## src/rtl/audio_pkg.sv

```systemverilog
`default_nettype none

package audio_pkg;

	// One channel of PCM audio, two's complement.
	typedef logic [15:0] pcm_t;

	// Left sits in the upper half of the 32-bit word.
	typedef struct packed {
		pcm_t left;
		pcm_t right;
	} stereo_sample_t;

	typedef logic [3:0] bus_addr_t;
	typedef logic [31:0] bus_data_t;

	// Clocks per sample period.
	typedef logic [15:0] divider_t;

	// Sample periods that went out as silence.
	typedef logic [15:0] underflow_count_t;

	// Register map.
	localparam bus_addr_t ADDR_SAMPLE = 4'd0;
	localparam bus_addr_t ADDR_DIVIDER = 4'd1;
	localparam bus_addr_t ADDR_UNDERFLOW = 4'd2;

	localparam divider_t DEFAULT_DIVIDER = 16'd96;

	// One I2S frame is 64 clocks, and the pacer handover needs two more.
	localparam divider_t MIN_DIVIDER = 16'd66;

	localparam int DEFAULT_FIFO_DEPTH = 4096;

endpackage

`default_nettype wire
```

## src/rtl/audio_regs.sv

```systemverilog
`timescale 1ns/1ps
`default_nettype none

module audio_regs #(
	parameter int FIFO_DEPTH = audio_pkg::DEFAULT_FIFO_DEPTH
)(
	input wire i_clock,
	input wire i_arst_n,

	// CPU bus.
	input wire i_request,
	input wire i_rw,
	input wire audio_pkg::bus_addr_t i_address,
	input wire audio_pkg::bus_data_t i_wdata,
	output audio_pkg::bus_data_t o_rdata,
	output logic o_ready,

	// Sample FIFO write side.
	output logic o_fifo_write,
	output audio_pkg::stereo_sample_t o_fifo_sample,
	input wire i_fifo_full,
	input wire [$clog2(FIFO_DEPTH + 1)-1:0] i_fifo_level,

	// Pacer control and status.
	output audio_pkg::divider_t o_divider,
	input wire audio_pkg::underflow_count_t i_underflow_count,
	output logic o_underflow_clear
);

	typedef enum logic {
		ST_IDLE,
		ST_DONE
	} regs_state_t;

	regs_state_t state;
	audio_pkg::bus_data_t read_value;
	audio_pkg::divider_t requested_divider;
	logic accept;

	// Only the low half of a divider write is meaningful.
	assign requested_divider = audio_pkg::divider_t'(i_wdata);

	// A sample write to a full FIFO waits here until the pacer frees a slot.
	assign accept = (state == ST_IDLE) && i_request &&
		!(i_rw && (i_address == audio_pkg::ADDR_SAMPLE) && i_fifo_full);

	assign o_ready = (state == ST_DONE);

	always_comb begin
		case (i_address)
			audio_pkg::ADDR_SAMPLE:
				read_value = audio_pkg::bus_data_t'(i_fifo_level);
			audio_pkg::ADDR_DIVIDER:
				read_value = audio_pkg::bus_data_t'(o_divider);
			audio_pkg::ADDR_UNDERFLOW:
				read_value = audio_pkg::bus_data_t'(i_underflow_count);
			default:
				read_value = '0;
		endcase
	end

	always_ff @(posedge i_clock or negedge i_arst_n) begin
		if (!i_arst_n) begin
			state <= ST_IDLE;
			o_fifo_write <= 1'b0;
			o_underflow_clear <= 1'b0;
			o_divider <= audio_pkg::DEFAULT_DIVIDER;
		end else begin
			o_fifo_write <= 1'b0;
			o_underflow_clear <= 1'b0;
			case (state)
				ST_IDLE: begin
					if (accept) begin
						state <= ST_DONE;
						if (i_rw) begin
							case (i_address)
								audio_pkg::ADDR_SAMPLE:
									o_fifo_write <= 1'b1;
								audio_pkg::ADDR_DIVIDER: begin
									// Shorter periods could not fit a whole frame.
									if (requested_divider < audio_pkg::MIN_DIVIDER)
										o_divider <= audio_pkg::MIN_DIVIDER;
									else
										o_divider <= requested_divider;
								end
								audio_pkg::ADDR_UNDERFLOW:
									o_underflow_clear <= 1'b1;
								default: begin
								end
							endcase
						end
					end
				end
				ST_DONE: begin
					if (!i_request)
						state <= ST_IDLE;
				end
				default:
					state <= ST_IDLE;
			endcase
		end
	end

	// Read data and the sample word are captured with the accepted request.
	always_ff @(posedge i_clock) begin
		if (accept) begin
			o_rdata <= i_rw ? '0 : read_value;
			o_fifo_sample <= audio_pkg::stereo_sample_t'(i_wdata);
		end
	end

endmodule

`default_nettype wire

```

## config.mk

```make
export PLATFORM = sky130hd
export DESIGN_NAME = audio_regs
export DESIGN_NICKNAME = d
export VERILOG_FILES = /design/src/rtl/audio_pkg.sv /design/src/rtl/audio_regs.sv
export SDC_FILE = /design/constraint.sdc
export NUM_CORES = 1
export LEC_CHECK = 0
export ABC_AREA = 1
export BUFFER_PORTS_ARGS = -buffer_cell sky130_fd_sc_hd__buf_2
export CAP_MARGIN = 10
export CORE_MARGIN = 4
export CORE_UTILIZATION = 40
export CTS_BUF_LIST = sky130_fd_sc_hd__clkbuf_4
export DETAILED_ROUTE_END_ITERATION = 16
export PLACE_DENSITY = 0.74
export SLEW_MARGIN = 15
export SYNTH_ARGS = -nofsm -noshare
export SYNTH_HDL_FRONTEND = slang
export SYNTH_SLANG_ARGS = --single-unit
```

## constraint.sdc

```tcl
create_clock -name i_clock -period 1.83 [get_ports i_clock]
set_input_delay 0.0915 -clock i_clock [delete_from_list [all_inputs] [get_ports i_clock]]
set_output_delay 0.0915 -clock i_clock [all_outputs]
set_load 0.1 [all_outputs]
```

# == Word-level counts from Yosys, hierarchy flattened ==
# Cells that the tools add are included.
# totals
reg_bits,83
# classes
bitwise,1
reduce_logical,7
magnitude_cmp,1
eq_ne,2
mux,13
# ops
operator,n
$pmux W16 S3,1
$lt A16 B7 Y1 const B,1
$mux W16,1
$mux W1,10
$eq A4 B1 Y1 const B,1
$eq A4 B2 Y1 const B,1
$logic_and A1 B1 Y1,4
$logic_not A4 Y1,1
$reduce_and A4 Y1,1
$pmux W1 S2,1
$logic_not A1 Y1,1
$not A1 Y1,1

# == Longest topological paths before layout ==
# logic_depth
depth_word,7
mapped_depth,8

# == Worst setup path after synthesis ==
# No wires, ideal clock.
# synth_timing
path_kind,reg2reg
startpoint,"register state, in the netlist o_ready"
endpoint,register o_fifo_sample[0] in the netlist's numbering (enable)
path_slack_ns,-0.721
path_stages_with_launch,4
synth_period_minus_slack_ns,2.551
t_arrival_ns,2.148
setup_time_ns,0.403
cell_sequence,dfrtp_1 > nor2_1 > nand2_1 > inv_1
# synth_between
elab_chain_len,3
# synth_lines
element,line_no,rtl
from (decl),audio_regs.sv:35,regs_state_t state;
from (signal assigned),audio_regs.sv:64,state <= ST_IDLE;
from (signal assigned),audio_regs.sv:74,state <= ST_DONE;
from (signal assigned),audio_regs.sv:96,state <= ST_IDLE;
$not A1 Y1,n/a,
$logic_and A1 B1 Y1 (2 in a row),audio_regs.sv:44,assign accept = (state == ST_IDLE) && i_request &&
net accept,audio_regs.sv:38,logic accept;
to (signal assigned),audio_regs.sv:108,o_fifo_sample <= audio_pkg::stereo_sample_t'(i_wdata);
to (decl),audio_regs.sv:20,"output audio_pkg::stereo_sample_t o_fifo_sample,"
# The timed path passes the listed nets, and every way through them passes these cells.
# A chain may end at the register's enable or synchronous reset.

# == Worst setup path in the final report ==
# layout_timing
startpoint,"register state, in the netlist o_ready"
endpoint,register o_divider[6]
# layout_between
elab_chain_len,4
# layout_lines
element,line_no,rtl
$not A1 Y1 (*),n/a,
$logic_and A1 B1 Y1 (2 in a row),audio_regs.sv:44,
$reduce_and A4 Y1 (no line) (*),n/a,
to (signal assigned),audio_regs.sv:67,o_divider <= audio_pkg::DEFAULT_DIVIDER;
to (signal assigned),audio_regs.sv:82,o_divider <= audio_pkg::MIN_DIVIDER;
to (signal assigned),audio_regs.sv:84,o_divider <= requested_divider;
to (decl),audio_regs.sv:25,"output audio_pkg::divider_t o_divider,"
# Mark *: on every way between the ends. The rest lies on a longest branch, timed or not.

==> metrics.yaml <==
logic_synthesis:
  synth_largest_area_cell: "edfxtp_1"
  synth_top_area_share_pct: 50.5
  synth.ff_latch_count: 67
  postSynthAreaPerCell_um2: 10.6
  synth_area_leaders: "edfxtp_1 51%, dfrtp_1 15%, nand2_1 12%, buf_4 4.7%, nand3_1 3.7%"
  synth.distinct_cells: 21
  synth_area_um2: 2850
  synth_top_flop_cell: "edfxtp_1"
  synth_common_cells: "91 x nand2_1, 48 x edfxtp_1, 24 x inv_1"
  yosysMostFrequentCell: "nand2_1"
  ys_warn_count: 0
  synth_edf_count: 48
  synthArstFlopShare_pct: 28.4
  netlist_instances: 268
  synth_seq_area_share_pct: 67.3
critical_path:
  critical-path-max-stage-delay_ns: 0.50
  critical_path_arrival_ns: 1.82
  criticalPathCategory: "reg -> reg"
  cp_cell_sequence: "nor2_4, nand3_4, nor2_4, o21ai_0, nand2_1"
  crit_top_cell: "nor2_4"
  start_kind: "flop"
  path_max_fanout: 18
  crit_required_ns: 2.15
  crit_slowest_cell: "dfrtp_4"
  cp-end-kind: "flop"
sta:
  rsz0062_at_grt: "no"
  final-hold-violation-count: 0
  finalSetupViolCount: 0
  slew_viol_final: 0
  max-slew-margin-rel_pct: 62.3
  min_period_ns: 1.50
  postLayoutSetupSlackWorst_ns: 0.333
  final.setup_skew_ns: 0.0165
  worst_slew_pin_slew_ns: 0.564
  finalCritPeriodShare_pct: 81.8
  fmax_mhz: 668
clocking:
  clkTransAtPathRegs_ns: 0.10
  cts_sinks: 67
  cts_tree: "yes"
  cts-root-buf: "clkbuf_4"
  cts_buffer_depth: 2
  cts_buffers: 9
  clk_latency_ns: 0.38
  cts_setup_buffers: 0
  h-tree-depth: 3
power_and_ir_drop:
  p_per_area_nw_per_um2: 1020
  power_leakage_uw: 0.00204
  vdd_drop_max_mv: 0.392
  p_total_uw: 4140
floorplan:
  start_util_pct: 41.5
  placementRows: 30
  chipWidth_um: 92.5
  fp.coreArea_um2: 6870
  die_area_um2: 8550
  dieHeight_um: 92.5
  pin_count: 153
detailed_routing:
  drt_iter0_drc: 92
  routed_wl_um: 7500
  drt-wirelength-per-cell_um: 13.8
  antenna_left: 0
  dr.pass1.iters: 4
  vias_per_cell: 4.42
  dr_total_vias: 2405
  drc_errors: 0
cells_and_area:
  fin_nets: 513
  areaGrowthSynthToFinish_pct: 41.7
  drive_gt1_share_pct: 37.3
  antenna_cells: 0
  fillCellCount: 594
placement:
  place.gp.congestion: 0.771
  dp_slack_ns: 0.350
  hpwl_um: 5450
  port_buffers: 136
job:
  drv_cap: 0
run_status:
  status: "completed"
global_routing:
  grt_pass1_vias: 2408
  grt_pass1_wl_um: 12000
  antenna_found_initial: 0
  gr-total-overflow: 0
  gr-usage-all-layers_pct: 17.9
  grt_start_max_net_pins: 50
min_path:
  hold_class: "in -> reg"
==> per-stage QoR <==
step / instances / util, % / cell area, um^2 / setup TNS (ns) / hold WS (ns)
final: 544 / 58.9 / 4050 / 0 / 0.0285
after global routing: 544 / 58.9 / 4050 / 0 / 0.00418
after CTS: 544 / 58.9 / 4050 / 0 / 0.0104
after detailed placement: 495 / 52.5 / 3610 / 0 / 0.0551
after global placement: 495 / 52.5 / 3610 / 0 / 0.0507
after floorplan: 283 / - / 2930 / -0.643 / -0.204
==> layout by cell type, fill, tap and decap left out, drive strengths merged <==
| cell type | n |
|---|---|
| nor3 | 2 |
| edfxtp | 48 |
| dlygate4sd3 | 33 |
| o21ai | 18 |
| nand3 | 24 |
| nand3b | 1 |
| nand2 | 91 |
| clkbuf | 12 |
| clkinvlp | 1 |
| conb | 16 |
| clkinv | 4 |
| buf | 139 |
| dfrtp | 17 |
| dfstp | 2 |
| inv | 24 |
| a21oi | 3 |
| nor2 | 13 |
==> path summary, 6_finish.rpt <==
check,startpoint,slack (ns),end,cells after the start
worst max register to register,o_ready,0.33,o_divider[6],5
worst min register to register,o_divider[6],0.49,o_divider[6],2
worst max-delay path,o_ready,0.33,o_divider[6],5
max in group asynchronous,i_arst_n,1.33,o_divider[6],2
worst min-delay path,i_rw,0.03,o_fifo_write,3
min in group asynchronous,i_arst_n,0.16,o_divider[0],2
==> critical path: cells and delay by family, from the launching register on <==
family          cells  cell delay (ns)
compound gates      1             0.17
flops               1             0.50
simple gates        4             0.76
==> metal layers <==
metal	global-route usage [%]	share of wire [%]	vias to the layer above
li1	-	-	1197
met1	21.9	42	1089
met2	30.3	48	110
met3	5.36	8.8	9
met4	5.57	1.3	0
met5	0	0	-
==> flip-flops by register name (all words and copies together), names as in the netlist <==
name	cells
o_ready	1
o_fifo_write	1
o_underflow_clear	1
o_fifo_sample	32
o_rdata	16
o_divider	16
==> cell type report <==
class / instances / area (um^2) / area share [%]
Clock buffer: 12 / 90.1 / 2.23
Clock inverter: 4 / 18.8 / 0.464
Inverter: 25 / 97.6 / 2.41
Multi-Input combinational cell: 168 / 749 / 18.5
Sequential cell: 67 / 1920 / 47.5
Tap cell: 96 / 120 / 2.97
Timing Repair Buffer: 172 / 1050 / 25.9
==> report_power, final <==
part	internal, uW	switching (uW)	leakage (uW)
registers	1780	53.4	0.000708
logic	226	1270	0.00126
clock network	316	490	0.0000685
==> logic make-up (layout without fill, tap and decap cells) <==
family          after synthesis  in the layout  synth area share, %
other cells                   1             16                0.131
compound gates               21             21                 3.68
buf+inv                      48            213                 8.81
flops                        67             67                 67.3
simple gates                131            131                 20.1
==> timing repair <==
item / in CTS / in global routing
gates resized for setup: 0 / 0
hold buffers: 33 / 0
endpoints found under the hold margin: 66 / 0
Power figures use the tool's default switching activity.
