**src/rtl/audio_pkg.sv**
```systemverilog
`default_nettype none

package audio_pkg;

	// One channel of PCM audio, two's complement.
	typedef logic [15:0] pcm_t;

	// Left sits in the upper half of the 32-bit word.
	typedef struct packed {
		pcm_t left;
		pcm_t right;
	} stereo_sample_t;

	typedef logic [3:0] bus_addr_t;
	typedef logic [31:0] bus_data_t;

	// Clocks per sample period.
	typedef logic [15:0] divider_t;

	// Sample periods that went out as silence.
	typedef logic [15:0] underflow_count_t;

	// Register map.
	localparam bus_addr_t ADDR_SAMPLE = 4'd0;
	localparam bus_addr_t ADDR_DIVIDER = 4'd1;
	localparam bus_addr_t ADDR_UNDERFLOW = 4'd2;

	localparam divider_t DEFAULT_DIVIDER = 16'd96;

	// One I2S frame is 64 clocks, and the pacer handover needs two more.
	localparam divider_t MIN_DIVIDER = 16'd66;

	localparam int DEFAULT_FIFO_DEPTH = 4096;

endpackage

`default_nettype wire
```
**src/rtl/i2s_serializer.sv**
```systemverilog
`timescale 1ns/1ps
`default_nettype none

module i2s_serializer (
	input wire i_clock,
	input wire i_arst_n,
	input wire i_req,
	input wire audio_pkg::stereo_sample_t i_sample,
	output logic o_ack,
	output logic o_bclk,
	output logic o_lrclk,
	output logic o_sdata
);

	// Phase counts clocks from the frame start. Phases 64 and 65 carry the
	// right LSB, which trails the frame by one bit because of the I2S delay.
	localparam logic [6:0] FRAME_LAST = 7'd63;
	localparam logic [6:0] RIGHT_START = 7'd32;
	localparam logic [6:0] TAIL_END = 7'd66;

	typedef enum logic [1:0] {
		ST_IDLE,
		ST_ACKNOWLEDGE,
		ST_SHIFT
	} serializer_state_t;

	serializer_state_t state;
	logic [6:0] phase;
	logic [6:0] next_phase;
	logic [31:0] shift_reg;
	logic load;
	logic bit_edge;

	assign next_phase = phase + 7'd1;
	assign load = (state == ST_IDLE) && i_req && !o_ack;

	// Even phases start a bit period, which is where the bit clock falls.
	assign bit_edge = (state != ST_ACKNOWLEDGE) && (phase != TAIL_END) && !next_phase[0];

	always_ff @(posedge i_clock or negedge i_arst_n) begin
		if (!i_arst_n) begin
			state <= ST_IDLE;
			o_ack <= 1'b0;
		end else begin
			if (o_ack && !i_req)
				o_ack <= 1'b0;
			case (state)
				ST_IDLE: begin
					if (load) begin
						o_ack <= 1'b1;
						state <= ST_ACKNOWLEDGE;
					end
				end
				ST_ACKNOWLEDGE:
					state <= ST_SHIFT;
				ST_SHIFT: begin
					if (phase == FRAME_LAST)
						state <= ST_IDLE;
				end
				default:
					state <= ST_IDLE;
			endcase
		end
	end

	always_ff @(posedge i_clock or negedge i_arst_n) begin
		if (!i_arst_n) begin
			phase <= TAIL_END;
			o_bclk <= 1'b0;
			o_lrclk <= 1'b1;
			o_sdata <= 1'b0;
		end else if (state == ST_ACKNOWLEDGE) begin
			// Word select drops for the left word; the first bit slot is the delay slot.
			phase <= '0;
			o_bclk <= 1'b0;
			o_lrclk <= 1'b0;
			o_sdata <= 1'b0;
		end else if (phase != TAIL_END) begin
			phase <= next_phase;
			o_bclk <= next_phase[0];
			o_lrclk <= (next_phase >= RIGHT_START);
			if (bit_edge)
				o_sdata <= (next_phase == TAIL_END) ? 1'b0 : shift_reg[31];
		end
	end

	always_ff @(posedge i_clock) begin
		if (load)
			shift_reg <= i_sample;
		else if (bit_edge)
			shift_reg <= {shift_reg[30:0], 1'b0};
	end

endmodule

`default_nettype wire

```
**config.mk**
```make
export PLATFORM = sky130hd
export DESIGN_NAME = i2s_serializer
export DESIGN_NICKNAME = d
export VERILOG_FILES = /design/src/rtl/audio_pkg.sv /design/src/rtl/i2s_serializer.sv
export SDC_FILE = /design/constraint.sdc
export NUM_CORES = 1
export LEC_CHECK = 0
export BUFFER_PORTS_ARGS = -buffer_cell sky130_fd_sc_hd__buf_2
export CORE_MARGIN = 4
export CORE_UTILIZATION = 50
export CTS_CLUSTER_SIZE = 40
export DETAILED_ROUTE_END_ITERATION = 10
export HOLD_SLACK_MARGIN = 0.06
export PLACE_DENSITY = 0.73
export SLEW_MARGIN = 30
export SYNTH_ARGS = -nofsm -noshare
export SYNTH_HDL_FRONTEND = slang
export SYNTH_SLANG_ARGS = --single-unit
```
**constraint.sdc**
```tcl
create_clock -name i_clock -period 3 [get_ports i_clock]
set_input_delay 0.45 -clock i_clock [delete_from_list [all_inputs] [get_ports i_clock]]
set_output_delay 0.45 -clock i_clock [all_outputs]
set_load 0.005 [all_outputs]
```
Word-level counts from Yosys, hierarchy flattened --
Cells that the tools add are included.
Word-level totals: bits of input ports 35, logic and storage cells 49, flip-flop bits (word level) 45, output and inout port bits 4
Cells by class: equality and inequality tests 8, multiplexer cells 18, reduce and logical (&&, ||, !) cells 14, $add $sub $neg 1, order comparisons 1
Operators by type and width (count):
- $mux 32 | 2
- $mux 7 | 2
- $mux 1 | 11
- $add 7x1->7 const B | 1
- $eq 7x6->1 const B | 1
- $eq 7x7->1 const B | 1
- $ge 7x6->1 const B | 1
- $ne 7x7->1 const B | 1
- $pmux 2 s3 | 1
- $reduce_bool 2->1 | 3
- $logic_and 1x1->1 | 5
- $mux 2 | 2
- $ne 2x2->1 const B | 2
- $reduce_and 2->1 | 2
- $logic_not 1->1 | 3
- $eq 2x1->1 const B | 1
- $eq 2x2->1 const B | 1
- $logic_not 2->1 | 1
- $ne 2x1->1 const B | 1

Depth between registers and ports, before layout --
Gate-level depths: netlist of the first run.
word-level depth 6, depth in mapped cells 9, gate-level depth less buffers 7

Worst setup path after synthesis of the first run --
OpenSTA, ideal clock, no wires.
path kind register to register, start point reg phase[0], end point reg shift_reg[0], enable pin, clock period less this slack 2.425 ns, buffers on the path 2, library setup time 0.393 ns, required time 2.607 ns, data arrival time 2.031 ns, slack 0.575 ns, cell stages (with the launch flop) 9, cells stage by stage dfrtp_1 -> clkbuf_1 -> inv_1 -> ha_1 -> nand2_1 -> or4_4 -> buf_6 -> and2_4 -> a21o_1
Between the ends: cells in the longest elaborated chain, start to end 4, elaborated cells between the ends (all ways) 6, those cells by class add/sub (1); eq/ne (1); reduce/logical (4)
RTL lines:
- start: declaration | RTL line i2s_serializer.sv:28 | logic [6:0] phase;
- start signal: assignment | RTL line i2s_serializer.sv:79 | phase <= next_phase;
- $add 7x1->7 / $ne 7x7->1 (equally long branches) | RTL line i2s_serializer.sv:34, i2s_serializer.sv:38
- $logic_not 1->1 / $logic_and 1x1->1 (equally long branches) | RTL line i2s_serializer.sv:38 | assign bit_edge = (state != ST_ACKNOWLEDGE) && (phase != TAIL_END) && !next_phase[0];
- $logic_and 1x1->1 (*) | RTL line i2s_serializer.sv:38
- $reduce_bool 2->1 (no line) (*)
- end signal: assignment | RTL line i2s_serializer.sv:89 | shift_reg <= i_sample;
- end signal: assignment | RTL line i2s_serializer.sv:91 | shift_reg <= {shift_reg[30:0], 1'b0};
- end: declaration | RTL line i2s_serializer.sv:30 | logic [31:0] shift_reg;
Every way passes the cells marked *; elsewhere a longest branch is shown, timed or not. A chain may end at the register's enable or synchronous reset.

Worst setup path in the final report of the first run --
start point reg phase[0], end point reg shift_reg[10], enable pin
The elaborated chain is that of the path after synthesis.

==> flow_metrics.env, run 1 <==
export IMPL_status="finished clean"
export IMPL_synth_area_um2=1980
export IMPL_syn_inst=134
export IMPL_vias_per_cell=5.31
export IMPL_grt_pass1_wl_mm=5.55
export IMPL_grt_setup_unrepaired="false"
export IMPL_critical_path_cell_chain="inv_1 -> ha_1 -> nand2_1 -> or4_4 -> and2_4 -> a21o_1 -> buf_4"
export IMPL_finClkSkew_ps=6.21
export IMPL_cp_start_kind="register"
export IMPL_syn_avg_cell_area_um2=14.8
export IMPL_cts_sinks=44
export IMPL_post_cts_resized=0
export IMPL_final_cell_mix="buf_2 (38), edfxtp_1 (32), mux2_2 (28)"
export IMPL_cts_buffers_inserted=5
export IMPL_multiInputGateArea_um2=686
export IMPL_seqCellArea_um2=1260
export IMPL_critPathTopFamily="simple AND/OR/NAND/NOR gates"
export IMPL_row_count=22
export IMPL_area_growth_pct=16.8
export IMPL_drt_iter0_drc=99
export IMPL_insertion_delay_ps=290
export IMPL_antenna_found_initial=0
export IMPL_finalHoldViolations=0
export IMPL_crit_type="reg -> reg"
export IMPL_wl_mm=3.34
export IMPL_cts_clk_slew_worst_paths_ps=70
export IMPL_setup_viol=0
export IMPL_met3_length_um=210
export IMPL_port_buffers=38
export IMPL_hp_start="i_req"
export IMPL_path_max_fanout=32
export IMPL_clk_path_buf_depth=2
export IMPL_ant_nets=0
export IMPL_swShare_pct=29.5
export IMPL_stdcell_count=226
export IMPL_cp_data_arrival_time_ps=2230
export IMPL_cp_slowest_cell="dfrtp_1"
export IMPL_route_detailed_drc=0
export IMPL_startpoint="phase[0]$_DFFE_PN0P_"
export IMPL_start_util_pct=53.0
export IMPL_dp_slack_ps=799
export IMPL_nets=215
export IMPL_cp_end_kind="register"
export IMPL_synth_seq_cells=44
export IMPL_rr_startpoint="phase[0]$_DFFE_PN0P_"
export IMPL_fin_crit_sh_pct=74.2
export IMPL_grt_usage_pct=14.5
export IMPL_slew_headroom_pct=72.3
export IMPL_drive_gt1_share_pct=44.9
export IMPL_grt_max_degree=35
export IMPL_switchingPower_mw=0.682
export IMPL_crit_buf_inv=2
export IMPL_gp_congestion=0.829
export IMPL_pwr_share_clk_pct=14.7
export IMPL_cts_tree="built"
export IMPL_core_um2=3740
export IMPL_n_antenna_cell=0
export IMPL_p_leak_nw=0.931
export IMPL_ir_worst_vdd_uv=489
export IMPL_ys_types=33
export IMPL_largest_reg_flops=32
export IMPL_power_density_nw_per_um2=997
export IMPL_die_x_um=71.0
export IMPL_root_buffer="clkbuf_8"
export IMPL_cap_violations=0
export IMPL_ys_warn_count=0
export IMPL_power_frac_seq_pct=54.2
export IMPL_setup_tns_ps=0
export IMPL_dr_wl_met2_mm=1.61
export IMPL_dieHeight_um=71.0
export IMPL_fmax_mhz=449
export IMPL_synth_nets=172
export IMPL_fin_crit_ps=2230
export IMPL_die_area_um2=5040
export IMPL_worstPathRequired_ps=3010
export IMPL_max_stage_delay_ps=510
export IMPL_vias=1201
export IMPL_fill_cells=308
export IMPL_p_int_mw=1.63
export IMPL_htree_levels=2
export IMPL_num_io_pins=39
export IMPL_maxSlewViolCount=0
export IMPL_top_layer="met4"
export IMPL_grt_overflow_total=0
export IMPL_layout_setup_ws_ps=773
export IMPL_dr_pass1_iters=4
export IMPL_dp_hpwl_mm=2.36
export IMPL_post_drt_wl_per_cell_um=14.8
export IMPL_grt_pass1_vias=1239
export IMPL_final_common_cell="buf_2"
export IMPL_met1Wirelength_mm=1.41
export IMPL_synth_seq_area_share_pct=63.8
export IMPL_tightestPinTransition_ps=414
export IMPL_combPwrFrac_pct=31.1
export IMPL_hold_class="in -> reg"
export IMPL_dp_cells=217
[cells in the mapped netlist]
master    number  area, um2
nand2_1        6       22.5
o22ai_1        1       6.26
nor4b_2        1       15.0
o21ai_0        3       15.0
dfstp_2        3       78.8
and2_1         2       12.5
nand4_1        1       6.26
a21oi_1        3       15.0
nor2_1        10       37.5
buf_2          3       15.0
nor2b_1        2       12.5
ha_1           3       37.5
and3_1         1       6.26
xor2_1         2       17.5
edfxtp_1      32        961
o21ai_1        1       5.00
buf_6          1       11.3
nand2b_1       2       12.5
xnor2_1        3       26.3
inv_1          3       11.3
and2_4         1       8.76
mux2_2        28        315
a211oi_1       1       7.51
a21o_1         1       7.51
nor3_1         1       5.00
or2_1          1       6.26
nand3_1        2       10.0
dfrtp_1        9        225
o21a_1         1       7.51
clkbuf_1       1       3.75
a41oi_2        1       16.3
or4_4          1       11.3
mux2_1         3       33.8
[worst paths after layout]
kind                                      endpoint  depth (start not counted)  slack, ps
setup / recovery           shift_reg[10]$_DFFE_PP_                          7        770
setup reg to reg           shift_reg[10]$_DFFE_PP_                          7        770
min in group asynchronous     phase[4]$_DFFE_PN0P_                          2        560
hold reg to reg             shift_reg[9]$_DFFE_PP_                          1        540
max in group asynchronous      o_lrclk$_DFFE_PN1P_                          2       2160
hold / removal                     o_ack$_DFF_PN0_                          2        380
[area by class of cell]
class / instances / share of cell area (%)
Clock buffer: 7 / 3.29
Timing Repair Buffer: 41 / 9.29
Sequential cell: 44 / 54.6
Clock inverter: 1 / 0.162
Multi-Input combinational cell: 82 / 29.6
Inverter: 3 / 0.486
Tap cell: 48 / 2.59
[through the flow]
step	util, %	area, um2	hold slack [ps]	power (mW)
2_1_floorplan	-	1980	154	1.76
3_3_place_gp	59.5	2230	332	1.92
3_5_place_dp	59.5	2230	340	1.99
4_1_cts	61.9	2320	375	2.34
5_1_grt	61.9	2320	389	2.47
6_report	61.9	2320	384	2.31
[routing by layer]
layer / vias to the layer above / global-route usage (%)
li1: 576 / -
met1: 578 / 17.7
met2: 37 / 21.7
met3: 10 / 4.40
met4: 0 / 10.4
met5: - / 0
[cells by family after synthesis]
group           Yosys count  synth area share [%]
buf+inv                   8                  2.08
xor+xnor                  5                  2.21
compound gates           12                  4.04
simple gates             31                  8.39
fa+ha+maj                 3                  1.89
flops                    44                  63.8
mux                      31                  17.6
[power groups by stage]
stage                     sequential, mW  clock (mW)  combinational [mW]
after global routing                1.29       0.383               0.800
after detailed placement            1.27           0               0.724
after CTS                           1.25       0.354               0.730
after floorplan                     1.21           0               0.556
after global placement              1.25           0               0.679
final                               1.25       0.340               0.717
[timing repair]
action / 4_1_cts / 5_1_grt
buffers inserted: 0 / 0
hold buffers: 1 / 0
hold endpoints to repair: 9 / 0
Note: power is estimated with default switching activity, not from simulation.
==> inputs of run 2 (changes only) <==
- CORE_UTILIZATION: 50 -> 49
- PLACE_DENSITY: 0.73 -> 0.75
- clock period: 3 -> 1.9 ns (I/O delays scaled with it)
==> run 2 against run 1 <==
Compared with the run above: non-clock buffer count increased by 7; clock skew increased by 0.69 ps; design area increased by 5.9%; global-route usage rose by 0.70 points; count of clock-buffer cells in the layout down 1; flip-flop and latch count unchanged; critical endpoint is now shift_reg[1]$_DFFE_PP_; power grew 73%; critical path depth down 2.
==> flow_metrics.env, run 2 (synthesis gave the netlist of run 1 again) <==
export IMPL_tightestPinTransition_ps=299
export IMPL_status="finished clean"
export IMPL_route_detailed_drc=0
export IMPL_drt_iter0_drc=79
export IMPL_fmax_mhz=535
export IMPL_vias_per_cell=5.11
export IMPL_port_buffers=38
export IMPL_worst_r2r_path_depth=5
export IMPL_dr_pass1_iters=4
export IMPL_r2r_end="shift_reg[1]$_DFFE_PP_"
export IMPL_grt_pass1_wl_mm=5.98
export IMPL_grt_max_degree=21
export IMPL_grt_setup_unrepaired="true"
export IMPL_finClkSkew_ps=6.90
export IMPL_pwr_share_clk_pct=18.5
export IMPL_cp_start_kind="register"
export IMPL_largest_reg_flops=32
export IMPL_dp_cells=224
export IMPL_row_count=22
export IMPL_dieHeight_um=71.6
export IMPL_insertion_delay_ps=290
export IMPL_cts_tree="built"
export IMPL_fin_crit_ps=1870
export IMPL_r2r_slack_ps=30
export IMPL_dp_slack_ps=-30.0
export IMPL_grt_overflow_total=0
export IMPL_final_util_pct=65.1
export IMPL_hold_path_endpoint="o_ack$_DFF_PN0_"
export IMPL_swShare_pct=28.6
export IMPL_power_density_nw_per_um2=1630
export IMPL_worstPathRequired_ps=1930
export IMPL_fill_cells=292
export IMPL_grt_pass1_vias=1292
export IMPL_wl_mm=3.49
export IMPL_postCtsSetupRepairBufs=0
export IMPL_core_um2=3770
export IMPL_num_io_pins=39
export IMPL_hold_class="in -> reg"
export IMPL_crit_type="reg -> reg"
export IMPL_cp_data_arrival_time_ps=1900
export IMPL_start_util_pct=52.6
export IMPL_ant_nets=0
export IMPL_gp_congestion=0.873
export IMPL_root_buffer="clkbuf_8"
export IMPL_die_area_um2=5130
export IMPL_vias=1195
export IMPL_rr_startpoint="phase[1]$_DFFE_PN1P_"
export IMPL_cap_violations=0
export IMPL_post_drt_wl_per_cell_um=14.9
export IMPL_cts_clk_slew_worst_paths_ps=80
export IMPL_slew_headroom_pct=80.0
export IMPL_setup_viol=0
export IMPL_die_x_um=71.6
export IMPL_final_cell_mix="buf_2 (38), edfxtp_1 (32), mux2_2 (28)"
export IMPL_path_max_fanout=16
export IMPL_drive_gt1_share_pct=51.1
export IMPL_final_common_cell="buf_2"
export IMPL_htree_levels=2
export IMPL_n_antenna_cell=0
export IMPL_grt_usage_pct=15.2
export IMPL_startpoint="phase[1]$_DFFE_PN1P_"
export IMPL_cts_buffers_inserted=5
export IMPL_power_frac_seq_pct=47.8
export IMPL_nets=223
export IMPL_layout_setup_ws_ps=32.0
export IMPL_ir_worst_vdd_uv=1040
export IMPL_stdcell_count=234
export IMPL_holdPathStages=2
export IMPL_antenna_found_initial=0
export IMPL_switchingPower_mw=1.14
export IMPL_fin_crit_sh_pct=98.3
export IMPL_p_int_mw=2.86
export IMPL_maxSlewViolCount=0
export IMPL_cts_sinks=44
export IMPL_combPwrFrac_pct=33.7
export IMPL_hp_start="i_req"
export IMPL_p_leak_nw=0.997
export IMPL_dp_hpwl_mm=2.51
export IMPL_finalHoldViolations=0
export IMPL_clk_path_buf_depth=2
export IMPL_area_growth_pct=23.7
export IMPL_setup_tns_ps=0
export IMPL_cp_end_kind="register"
-- run 2: final cells by class --
type                    instances  area [um2]  share of cell area, %
inverters                       3        11.3                  0.459
clock inverters                 2        38.8                   1.58
clock buffers                   6        82.6                   3.37
repair buffers                 48         280                   11.4
multi-input cells              83         716                   29.2
flip-flops and latches         44        1260                   51.6
well taps                      48        60.1                   2.45
-- run 2: per-stage QoR --
stage / hold slack (ps) / cell area [um2] / total power, mW
final: 236 / 2450 / 4.00
after CTS: 228 / 2450 / 4.04
after detailed placement: 181 / 2300 / 3.25
after global placement: 168 / 2300 / 3.15
after global routing: 225 / 2450 / 4.26
after floorplan: -10.6 / 2000 / 2.82
-- run 2: worst max-delay path: stages (launching register included) --
cell and delay [ps]:
dfstp_2 540, ha_1 140, nand2_1 50, or4_4 410
and2_4 190, a21o_4 280
-- run 2: worst max path at each step --
| stage | slack, ps | depth (start not counted) | end |
|---|---|---|---|
| 2_1_floorplan | -170 | 8 | shift_reg[0]$_SDFFCE_PN0P_ |
| 3_3_place_gp | 3 | 5 | shift_reg[14]$_DFFE_PP_ |
| 3_5_place_dp | -30 | 5 | shift_reg[6]$_DFFE_PP_ |
| 4_1_cts | 30 | 5 | shift_reg[1]$_DFFE_PP_ |
| 5_1_grt | -10 | 7 | o_sdata$_DFFE_PN0P_ |
| 6_report | 30 | 5 | shift_reg[1]$_DFFE_PP_ |
-- run 2: per-layer routing --
metal | up-vias | GRT usage, % | wire length [um]
li1 | 593 | - | -
met3 | 5 | 5.05 | 215
met2 | 27 | 25.0 | 1780
met1 | 570 | 18.8 | 1460
met5 | - | 0 | 0
met4 | 0 | 5.22 | 34
-- run 2: what timing repair did --
item                                    in CTS  in global routing
endpoints found under the setup margin      32                 22
resized for setup                            1                  2
hold buffers                                 1                  0
pin swaps                                    0                  1
endpoints found under the hold margin        9                  0
gates cloned                                 1                  0
-- run 2: power by group through the flow --
stage / Sequential (mW) / Combinational, mW / Clock, mW
finish: 1.91 / 1.35 / 0.740
global route: 1.97 / 1.48 / 0.811
CTS: 1.92 / 1.36 / 0.757
detailed placement: 1.94 / 1.31 / 0
global placement: 1.91 / 1.24 / 0
floorplan: 1.90 / 0.920 / 0
