<file path="src/rtl/audio_pkg.sv">
`default_nettype none

package audio_pkg;

	// One channel of PCM audio, two's complement.
	typedef logic [15:0] pcm_t;

	// Left sits in the upper half of the 32-bit word.
	typedef struct packed {
		pcm_t left;
		pcm_t right;
	} stereo_sample_t;

	typedef logic [3:0] bus_addr_t;
	typedef logic [31:0] bus_data_t;

	// Clocks per sample period.
	typedef logic [15:0] divider_t;

	// Sample periods that went out as silence.
	typedef logic [15:0] underflow_count_t;

	// Register map.
	localparam bus_addr_t ADDR_SAMPLE = 4'd0;
	localparam bus_addr_t ADDR_DIVIDER = 4'd1;
	localparam bus_addr_t ADDR_UNDERFLOW = 4'd2;

	localparam divider_t DEFAULT_DIVIDER = 16'd96;

	// One I2S frame is 64 clocks, and the pacer handover needs two more.
	localparam divider_t MIN_DIVIDER = 16'd66;

	localparam int DEFAULT_FIFO_DEPTH = 4096;

endpackage

`default_nettype wire
</file>
<file path="src/rtl/sample_pacer.sv">
`timescale 1ns/1ps
`default_nettype none

module sample_pacer (
	input wire i_clock,
	input wire i_arst_n,
	input wire audio_pkg::divider_t i_divider,
	input wire audio_pkg::stereo_sample_t i_head,
	input wire i_empty,
	output logic o_pop,
	input wire i_underflow_clear,
	output audio_pkg::underflow_count_t o_underflow_count,
	output logic o_req,
	output audio_pkg::stereo_sample_t o_sample,
	input wire i_ack
);

	typedef enum logic [1:0] {
		ST_IDLE,
		ST_REQUEST,
		ST_RELEASE
	} pacer_state_t;

	pacer_state_t state;
	audio_pkg::divider_t period_count;
	logic tick;
	logic underflow;

	// The compare tolerates a divider that shrinks mid-period.
	assign tick = (period_count >= i_divider - audio_pkg::divider_t'(1));

	// A tick is lost when the FIFO is empty or the last handover is still open.
	assign underflow = tick && ((state != ST_IDLE) || i_empty);

	always_ff @(posedge i_clock or negedge i_arst_n) begin
		if (!i_arst_n)
			period_count <= '0;
		else
			period_count <= tick ? '0 : period_count + 1'b1;
	end

	always_ff @(posedge i_clock or negedge i_arst_n) begin
		if (!i_arst_n)
			o_underflow_count <= '0;
		else if (i_underflow_clear)
			o_underflow_count <= underflow ? 16'd1 : 16'd0;
		else if (underflow && (o_underflow_count != '1))
			o_underflow_count <= o_underflow_count + 1'b1;
	end

	always_ff @(posedge i_clock or negedge i_arst_n) begin
		if (!i_arst_n) begin
			state <= ST_IDLE;
			o_pop <= 1'b0;
			o_req <= 1'b0;
		end else begin
			o_pop <= 1'b0;
			case (state)
				ST_IDLE: begin
					if (tick) begin
						o_pop <= !i_empty;
						o_req <= 1'b1;
						state <= ST_REQUEST;
					end
				end
				ST_REQUEST: begin
					if (i_ack) begin
						o_req <= 1'b0;
						state <= ST_RELEASE;
					end
				end
				ST_RELEASE: begin
					if (!i_ack)
						state <= ST_IDLE;
				end
				default:
					state <= ST_IDLE;
			endcase
		end
	end

	// Silence goes out as an all-zero sample.
	always_ff @(posedge i_clock) begin
		if (tick && (state == ST_IDLE))
			o_sample <= i_empty ? '0 : i_head;
	end

endmodule

`default_nettype wire

</file>
<file path="config.mk">
export PLATFORM = sky130hd
export DESIGN_NAME = sample_pacer
export DESIGN_NICKNAME = d
export VERILOG_FILES = /design/src/rtl/audio_pkg.sv /design/src/rtl/sample_pacer.sv
export SDC_FILE = /design/constraint.sdc
export NUM_CORES = 1
export LEC_CHECK = 0
export BUFFER_PORTS_ARGS = -buffer_cell sky130_fd_sc_hd__buf_2
export CELL_PAD_IN_SITES_DETAIL_PLACEMENT = 1
export CELL_PAD_IN_SITES_GLOBAL_PLACEMENT = 2
export CORE_ASPECT_RATIO = 1.25
export CORE_MARGIN = 3
export CORE_UTILIZATION = 33
export DETAILED_ROUTE_END_ITERATION = 8
export PLACE_DENSITY = 0.77
export SYNTH_ARGS = -nofsm -noshare
export SYNTH_HDL_FRONTEND = slang
export SYNTH_SLANG_ARGS = --single-unit
</file>
<file path="constraint.sdc">
create_clock -name i_clock -period 5.3 [get_ports i_clock]
set_clock_uncertainty 0.05 [all_clocks]
set_input_delay 0.265 -clock i_clock [delete_from_list [all_inputs] [get_ports i_clock]]
set_output_delay 0.265 -clock i_clock [all_outputs]
set_load 0.02 [all_outputs]
</file>
* Word-level counts from Yosys, hierarchy flattened *
Cells that the tools add are included.

storage, ports and cells
  bits in latches = 0
  register bits = 68
  input bits = 53
  ROM bits = 0
  bits in writable memories = 0
  output and inout port bits = 50
  word-level logic and storage cells = 41
  memories = 0

operators by class
  equal/unequal tests = 6
  multiply operators = 0
  bitwise operators = 0
  shift-type cells = 0
  divide/modulo/power cells = 0
  $lt $le $gt $ge = 1
  mux-type cells = 13
  reduce and logical (&&, ||, !) cells = 11
  $add $sub $neg = 3

operators with widths
  cell                                                 number
  two-way mux 16 bit                                   3
  adder 16 x 1 -> 16 bit (second input constant)       2
  >= comparator 16 bit                                 1
  != test 16 bit (second input constant)               1
  subtractor 16 x 1 -> 16 bit (second input constant)  1
  two-way mux 2 bit                                    3
  != test 2 bit (second input constant)                3
  one-hot mux 2 bit (3 select lines)                   1
  AND reduction 3 bit                                  2
  nonzero test 2 bit                                   3
  two-way mux 1 bit                                    5
  logical AND 1 bit                                    3
  == test 2 x 1 -> 1 bit (second input constant)       1
  == test 2 bit (second input constant)                1
  logical NOT 2 bit                                    1
  one-hot mux 1 bit (2 select lines)                   1
  logical NOT 1 bit                                    1
  logical OR 1 bit                                     1

* Logic depth before layout (Yosys ltp) *
Gate-level depths: netlist of run 1.

  depth in word-level cells = 6
  gate-level depth with buffers = 16
  gate-level depth less buffers = 14

* Worst setup path before layout of run 1 *
No wires, ideal clock.

  kind = input-to-reg
  start = input port i_divider[7]
  end = register o_sample[0] (netlist bit) (enable)
  arrival time = 4.868 ns
  cell stages on the path = 13
  buffers on the path = 2
  slack = -0.079 ns
  data required time = 4.789 ns
  library setup time = 0.461 ns
  cells stage by stage = or3_1 -> nor4_1 -> nand2b_1 -> nor4_1 -> xnor2_1 -> ha_1 -> and4_1 -> nand2_1 -> a2111oi_4 -> nor3_4 -> buf_6 -> buf_8 -> nor3_1

between the ends
  word-level cells in the longest chain between the ends = 3

ends and longest elaborated chain
  item                         RTL line            RTL
  start: declaration           sample_pacer.sv:7   input wire audio_pkg::divider_t i_divider,
  subtractor 16 x 1 -> 16 bit  sample_pacer.sv:30  assign tick = (period_count >= i_divider - audio_pkg::divider_t'(1));
  >= comparator 16 bit         sample_pacer.sv:30
  logical AND 1 bit            sample_pacer.sv:84  if (tick && (state == ST_IDLE))
  end signal: assignment       sample_pacer.sv:85  o_sample <= i_empty ? '0 : i_head;
  end: declaration             sample_pacer.sv:14  output audio_pkg::stereo_sample_t o_sample,

No other way between the ends.
A chain may end at the register's enable or synchronous reset.

* Worst setup path in the final report of run 1 *
  start = input port i_divider[2]
  end = register o_underflow_count[9]

between the ends
  word-level cells in the longest chain between the ends = 5

ends and longest elaborated chain
  item                          RTL line            RTL
  subtractor 16 x 1 -> 16 bit   sample_pacer.sv:30
  >= comparator 16 bit          sample_pacer.sv:30
  logical AND 1 bit             sample_pacer.sv:33  assign underflow = tick && ((state != ST_IDLE) || i_empty);
  logical AND 1 bit             sample_pacer.sv:47  else if (underflow && (o_underflow_count != '1))
  nonzero test 2 bit (no line)  n/a
  end signal: assignment        sample_pacer.sv:46  o_underflow_count <= underflow ? 16'd1 : 16'd0;
  end signal: assignment        sample_pacer.sv:48  o_underflow_count <= o_underflow_count + 1'b1;
  end: declaration              sample_pacer.sv:12  output audio_pkg::underflow_count_t o_underflow_count,

No other way between the ends.

==> flow_metrics.py, run 1 <==
metrics = {
    "run_status": {
        "outcome": "complete, but fails checks",
        "violations": "hold timing",
    },
    "global_routing": {
        "antenna_found_initial": 0,
        "grt_usage_pct": 15.2,
        "grt_pass1_wl_mm": 15.2,
        "grt_pass1_vias": 3080,
        "grt_max_degree": 37,
        "grt_overflow_total": 0,
    },
    "synthesis": {
        "synth-main-ff-cell": "dfrtp_1",
        "syn_nets": 407,
        "yosysSeqAreaShare_pct": 49.8,
        "mappedNetlistArea_sq_um": 3740,
        "synthArstFlopShare_pct": 52.9,
        "yosys.area.top_type_share_pct": 25.7,
        "synth.area.top_cells": "edfxtp_1, dfrtp_1, ha_1, nor2b_1, xnor2_1",
        "synth-edff-count": 32,
        "yosysWarnings": 0,
        "synthCells": 335,
        "synth_common_cells": "nor2_1, nor2b_1, dfrtp_1",
        "yosysUniqueCellTypes": 51,
        "yosysMostFrequentCell": "nor2_1",
        "yosysTopAreaCell": "edfxtp_1",
        "ys_ff_latch": 68,
        "syn_area_per_cell_sq_um": 11.2,
    },
    "critical_path": {
        "end_kind": "register",
        "critical_path_cell_count": 14,
        "endpoint": "o_underflow_count[9]",
        "path_buf_inv": 2,
        "worstReg2RegStart": "period_count[0]",
        "crit_required_ns": 5.49,
        "path_max_fanout": 17,
        "path_cells": "buf_2, nor3_1, nor3b_1, nand2_1, nor3_1, xnor2_1, ha_1, and4_1, a21oi_1, o221ai_2, nor3_4, buf_4, o31ai_1, a21oi_1",
        "setup.worst_path.class": "in -> reg",
        "r2r_slack_ns": 2.56,
        "timing.rr.end": "o_underflow_count[9]",
        "slowest_stage": "nor3_4",
        "critPathArrivalTime_ns": 3.81,
        "crit_family": "simple AND/OR/NAND/NOR gates",
        "r2r_cells": 9,
        "slowest_delay_ns": 0.71,
        "cp-startpoint": "i_divider[2]",
        "cp-start-kind": "input port",
    },
    "drt": {
        "viasPerCell": 4.95,
        "via_count": 2854,
        "route.detailed.drc": 0,
        "drt_iter0_markers": 93,
        "wl_per_cell_um": 15.8,
        "ant_nets": 0,
        "dr.pass1.iters": 4,
        "wl_mm": 9.09,
    },
    "power": {
        "power_frac_comb_pct": 22.0,
        "p_leak_nw": 2.01,
        "internal_power_w": 0.00120,
        "switching_share_pct": 29.8,
        "max-vdd-ir-drop_mv": 0.177,
        "seqPwrFrac_pct": 41.2,
        "pwr_density_cell_nw_per_um2": 364,
        "clkPwrFrac_pct": 36.8,
        "p_switching_w": 0.000507,
    },
    "die": {
        "rows": 42,
        "core_area_sq_um": 10800,
        "die_w_um": 101,
        "ios": 103,
        "die_h_um": 125,
        "die_area_sq_um": 12600,
        "start_util_pct": 34.5,
    },
    "clock_network": {
        "clk_latency_ns": 0.33,
        "clockBufferDepth": 2,
        "clockRootBuffer": "clkbuf_16",
        "cts_max_level": 3,
        "cts_resized": 0,
        "cts_buffers": 9,
        "cts.sinks": 68,
        "tritoncts": "done",
        "hold_buffers": 0,
        "cts_setup_buffers": 0,
        "path_clk_slew_ns": 0.05,
    },
    "cells_and_area": {
        "syn_to_final_growth_pct": 25.4,
        "fin_nets": 512,
        "multi_input_area_sq_um": 1780,
        "design_area_sq_um": 4690,
        "drive_above_1_share_pct": 31.9,
        "n_fill_cell": 1217,
        "insertedDiodeCount": 0,
        "fin_util_pct": 43.3,
        "seqCellArea_sq_um": 1860,
    },
    "hold_path": {
        "timing.hold.worst.class": "in -> async",
    },
    "sta": {
        "setup_slack_ns": 1.68,
        "tightest_slew_ns": 0.872,
        "finalSetupTns_ns": 0,
        "fmaxAchievable_mhz": 276,
        "rsz0062_at_grt": "false",
        "hold_violations": 5,
        "relSlewSlack_pct": 41.3,
        "finalCriticalPeriod_ns": 3.62,
        "finalCritPeriodShare_pct": 68.3,
        "slew_viol_final": 0,
        "setup_viol": 0,
        "fin_hold_ws_ns": -0.0107,
    },
    "placed_design": {
        "place_area_sq_um": 4380,
        "globalplace.congestion": 0.725,
        "place_ws_ns": 1.25,
        "hpwl_mm": 6.80,
        "io_buffers": 102,
    },
    "run": {
        "maxCapViolations": 0,
    },
}
placed cells by master, fill, tap and decap left out, drive strengths merged, types with 6 or more instances in the layout:
cell type,count
edfxtp,32
dfrtp,36
xor2,12
ha,19
a21oi,15
nor3,11
buf,105
xnor2,17
inv,11
nor4,6
nor2,39
nor2b,37
nand3,13
clkbuf,11
nand2,16
how the worst min path moves through the flow:
stage | from | to | slack [ns] | cells after the start
2_1_floorplan | i_arst_n | o_pop | -0.08 | 0
3_3_place_gp | i_arst_n | period_count[14] | 0.37 | 1
3_5_place_dp | i_arst_n | period_count[14] | 0.38 | 1
4_1_cts | i_arst_n | period_count[14] | 0.02 | 1
5_1_grt | i_arst_n | period_count[14] | 0.05 | 1
6_report | i_arst_n | period_count[14] | -0.01 | 1
cells by family after synthesis:
logic type | Yosys count | share of synthesized area [%]
and+or+nand+nor | 155 | 24.3
DFF | 68 | 49.8
AOI/OAI and AO/OA | 37 | 7.77
xor gates and xnor gates | 29 | 6.80
buffers and inverters | 22 | 2.95
adders and majority gates | 19 | 6.36
muxes | 5 | 2.01
per-layer routing:
layer  GRT usage (%)  up-vias  share of wire (%)
li1                -     1406                  -
met1            18.1     1380                 40
met2            26.1       58                 54
met3            4.40       10                4.8
met4            5.01        0                1.8
met5               0        -                  0
power groups by stage:
stage | sequential [W] | combinational (W) | clock [W]
finish | 0.000702 | 0.000376 | 0.000627
global route | 0.000714 | 0.000421 | 0.000669
CTS | 0.000703 | 0.000386 | 0.000644
detailed placement | 0.000711 | 0.000384 | 0
global placement | 0.000709 | 0.000371 | 0
floorplan | 0.000731 | 0.000241 | 0
layout make-up:
cell class	count	share of cell area (%)
flip-flops and latches	68	39.7
inverters	11	0.881
multi-input cells	245	37.9
well taps	132	3.52
clock buffers	11	4.96
repair buffers	105	11.4
clock inverters	5	1.65
sequential cells by signal, summed over array words and instances, names as in the netlist:
signal             flops
o_req                  1
o_pop                  1
state                  2
period_count          16
o_underflow_count     16
o_sample              32
per-stage QoR:
| step | instances | power [W] |
|---|---|---|
| finish | 577 | 0.00170 |
| global route | 577 | 0.00180 |
| CTS | 577 | 0.00173 |
| detailed placement | 561 | 0.00110 |
| global placement | 561 | 0.00108 |
| floorplan | 335 | 0.000973 |
No activity file was read; power rests on OpenSTA's default activity.
==> inputs of run 2 (changes only) <==
ABC_AREA = 1   (was default)
CORE_UTILIZATION = 27   (was 33)
PLACE_DENSITY = 0.73   (was 0.77)
clock period = 2.9 ns   (was 5.3 ns; I/O delays follow)
==> flow_metrics.py, run 2 <==
metrics = {
    "run_status": {
        "outcome": "finished, final reports clean",
    },
    "cells_and_area": {
        "insertedDiodeCount": 0,
        "regMostFlops": "o_sample",
        "layout_commonest_cell": "buf_2",
        "largestRegisters": "o_sample (32), o_underflow_count (16), period_count (16)",
        "drive_above_1_share_pct": 22.5,
        "finalNonFillerCells": 779,
        "n_fill_cell": 1738,
        "fin_nets": 671,
        "fin_util_pct": 35.6,
        "largest_reg_flops": 32,
        "syn_to_final_growth_pct": 27.2,
        "final_cell_mix": "buf_2, nand2_1, nor2_1, inv_1, dfrtp_1",
        "design_area_sq_um": 4980,
    },
    "synthesis": {
        "synthCells": 487,
        "synthArstFlopShare_pct": 52.9,
        "yosys.area.top_type_share_pct": 24.5,
        "yosysWarnings": 0,
        "synth-main-ff-cell": "dfrtp_1",
        "syn_nets": 559,
        "ys_ff_latch": 68,
        "yosysUniqueCellTypes": 30,
        "synth-edff-count": 32,
        "synth_common_cells": "nand2_1, nor2_1, inv_1",
        "yosysTopAreaCell": "edfxtp_1",
        "syn_area_per_cell_sq_um": 8.05,
        "mappedNetlistArea_sq_um": 3920,
        "synth.area.top_cells": "edfxtp_1, dfrtp_1, nand2_1, nor2_1, inv_1",
        "yosysSeqAreaShare_pct": 47.5,
        "yosysMostFrequentCell": "nand2_1",
    },
    "power": {
        "pwr_density_cell_nw_per_um2": 600,
        "max-vdd-ir-drop_mv": 0.288,
        "p_leak_nw": 2.47,
    },
    "clock_network": {
        "cts_max_level": 3,
        "tritoncts": "done",
        "clockBufferDepth": 2,
        "clk_latency_ns": 0.33,
        "cts_buffers": 9,
        "clockRootBuffer": "clkbuf_16",
        "path_clk_slew_ns": 0.06,
        "cts.sinks": 68,
    },
    "sta": {
        "relSlewSlack_pct": 43.2,
        "finalCritPeriodShare_pct": 86.0,
        "fmaxAchievable_mhz": 401,
        "slew_viol_final": 0,
        "finalCriticalPeriod_ns": 2.49,
        "tightest_slew_ns": 0.852,
        "setup_viol": 0,
        "hold_violations": 0,
        "finalSetupTns_ns": 0,
        "rsz0062_at_grt": "false",
        "fin_hold_ws_ns": 0.0435,
    },
    "drt": {
        "wl_met3_um": 532,
        "via_count": 3532,
        "drt_iter0_markers": 119,
        "wl_per_cell_um": 14.2,
        "viasPerCell": 4.53,
        "route.detailed.drc": 0,
        "top_layer_used": "met4",
        "wl_mm": 11.1,
        "met1_length_mm": 4.59,
        "met2_length_mm": 5.74,
        "dr.pass1.iters": 4,
        "ant_nets": 0,
    },
    "die": {
        "die_w_um": 114,
        "ios": 103,
        "core_area_sq_um": 14000,
        "rows": 48,
        "die_area_sq_um": 16000,
        "start_util_pct": 28.0,
        "die_h_um": 141,
    },
    "critical_path": {
        "path_buf_inv": 5,
        "path_max_fanout": 8,
        "slowest_stage": "nor3_1",
        "critPathMostFrequentCell": "nand2_1",
        "slowest_delay_ns": 0.31,
        "end_kind": "register",
        "cp-start-kind": "input port",
        "crit_family": "simple AND/OR/NAND/NOR gates",
        "setup.worst_path.class": "in -> reg",
        "path_cells": "buf_2, inv_1, nand3_1, nor3_1, nand2_1, xor2_1, ha_1, nand2_1, inv_1, nor2_1, o21ai_0, a21oi_1, nand2_1, nand2_1, clkinvlp_4, buf_4",
        "critPathArrivalTime_ns": 2.53,
        "r2r_slack_ns": 0.74,
        "crit_required_ns": 2.94,
    },
    "placed_design": {
        "place_area_sq_um": 4670,
        "io_buffers": 102,
        "globalplace.congestion": 0.800,
        "hpwl_mm": 8.53,
        "dp.cells": 761,
    },
    "global_routing": {
        "grt_overflow_total": 0,
        "grt_max_degree": 37,
        "antenna_found_initial": 0,
        "grt_pass1_wl_mm": 18.3,
        "grt_pass1_vias": 3746,
        "grt_usage_pct": 14.3,
    },
    "hold_path": {
        "timing.hold.worst.class": "in -> reg",
    },
    "run": {
        "maxCapViolations": 0,
    },
}
run 2: routing by layer:
metal  up-vias  GRT usage [%]
met5         -              0
met4         0           5.94
met2        81           25.4
met3        15           3.56
li1       1772              -
met1      1664           16.3
run 2: report_power, final:
group	switching, W	internal (W)	leakage, nW
Clock	0.000429	0.000666	0.139
Sequential	0.0000941	0.00114	0.781
Combinational	0.000425	0.000235	1.55
Total	0.000948	0.00204	2.47
run 2: worst paths after layout:
kind,to,cells after the start,startpoint
max in group asynchronous,period_count[4],2,i_arst_n
setup / recovery,o_sample[12],16,i_divider[2]
min in group asynchronous,period_count[11],2,i_arst_n
hold / removal,o_sample[4],3,i_head[4]
hold reg to reg,period_count[0],1,period_count[0]
setup reg to reg,o_sample[12],10,period_count[13]
run 2: logic make-up (layout without fill, tap and decap cells):
group / Yosys count / after routing / share of synthesized area (%)
buffers and inverters: 92 / 209 / 9.10
adder cells (fa/ha/maj): 19 / 19 / 6.06
XOR/XNOR: 23 / 23 / 5.14
AND/OR/NAND/NOR: 255 / 255 / 28.2
flip-flops: 68 / 68 / 47.5
AO/OA/AOI/OAI: 30 / 30 / 3.96
run 2: layout make-up:
| class | count | area, sq um | area share [%] |
|---|---|---|---|
| multi-input cells | 327 | 1700 | 34.2 |
| flip-flops and latches | 68 | 1860 | 37.3 |
| repair buffers | 111 | 596 | 11.9 |
| clock inverters | 6 | 63.8 | 1.28 |
| well taps | 175 | 219 | 4.39 |
| inverters | 82 | 312 | 6.25 |
| clock buffers | 10 | 229 | 4.59 |
run 2: repair_timing:
action,in CTS,in global routing
hold buffers,2,0
setup endpoints to repair,0,1
gates resized for setup,0,1
endpoints found under the hold margin,37,0
buffers inserted,0,0
run 2: metrics by stage:
step / power [W] / setup slack [ns]
6_report: 0.00299 / 0.406
5_1_grt: 0.00318 / 0.0818
4_1_cts: 0.00305 / 0.337
3_5_place_dp: 0.00193 / -0.0113
3_3_place_gp: 0.00191 / 0.0862
2_1_floorplan: 0.00167 / 0.168
run 2: worst register-to-register path: stages (launching register included):
cell        delay, ns
dfrtp_1          0.43
ha_1             0.33
nand2_1          0.07
inv_1            0.04
nor2_1           0.11
o21ai_0          0.09
a21oi_1          0.12
nand2_1          0.12
nand2_1          0.20
clkinvlp_4       0.16
buf_4            0.19
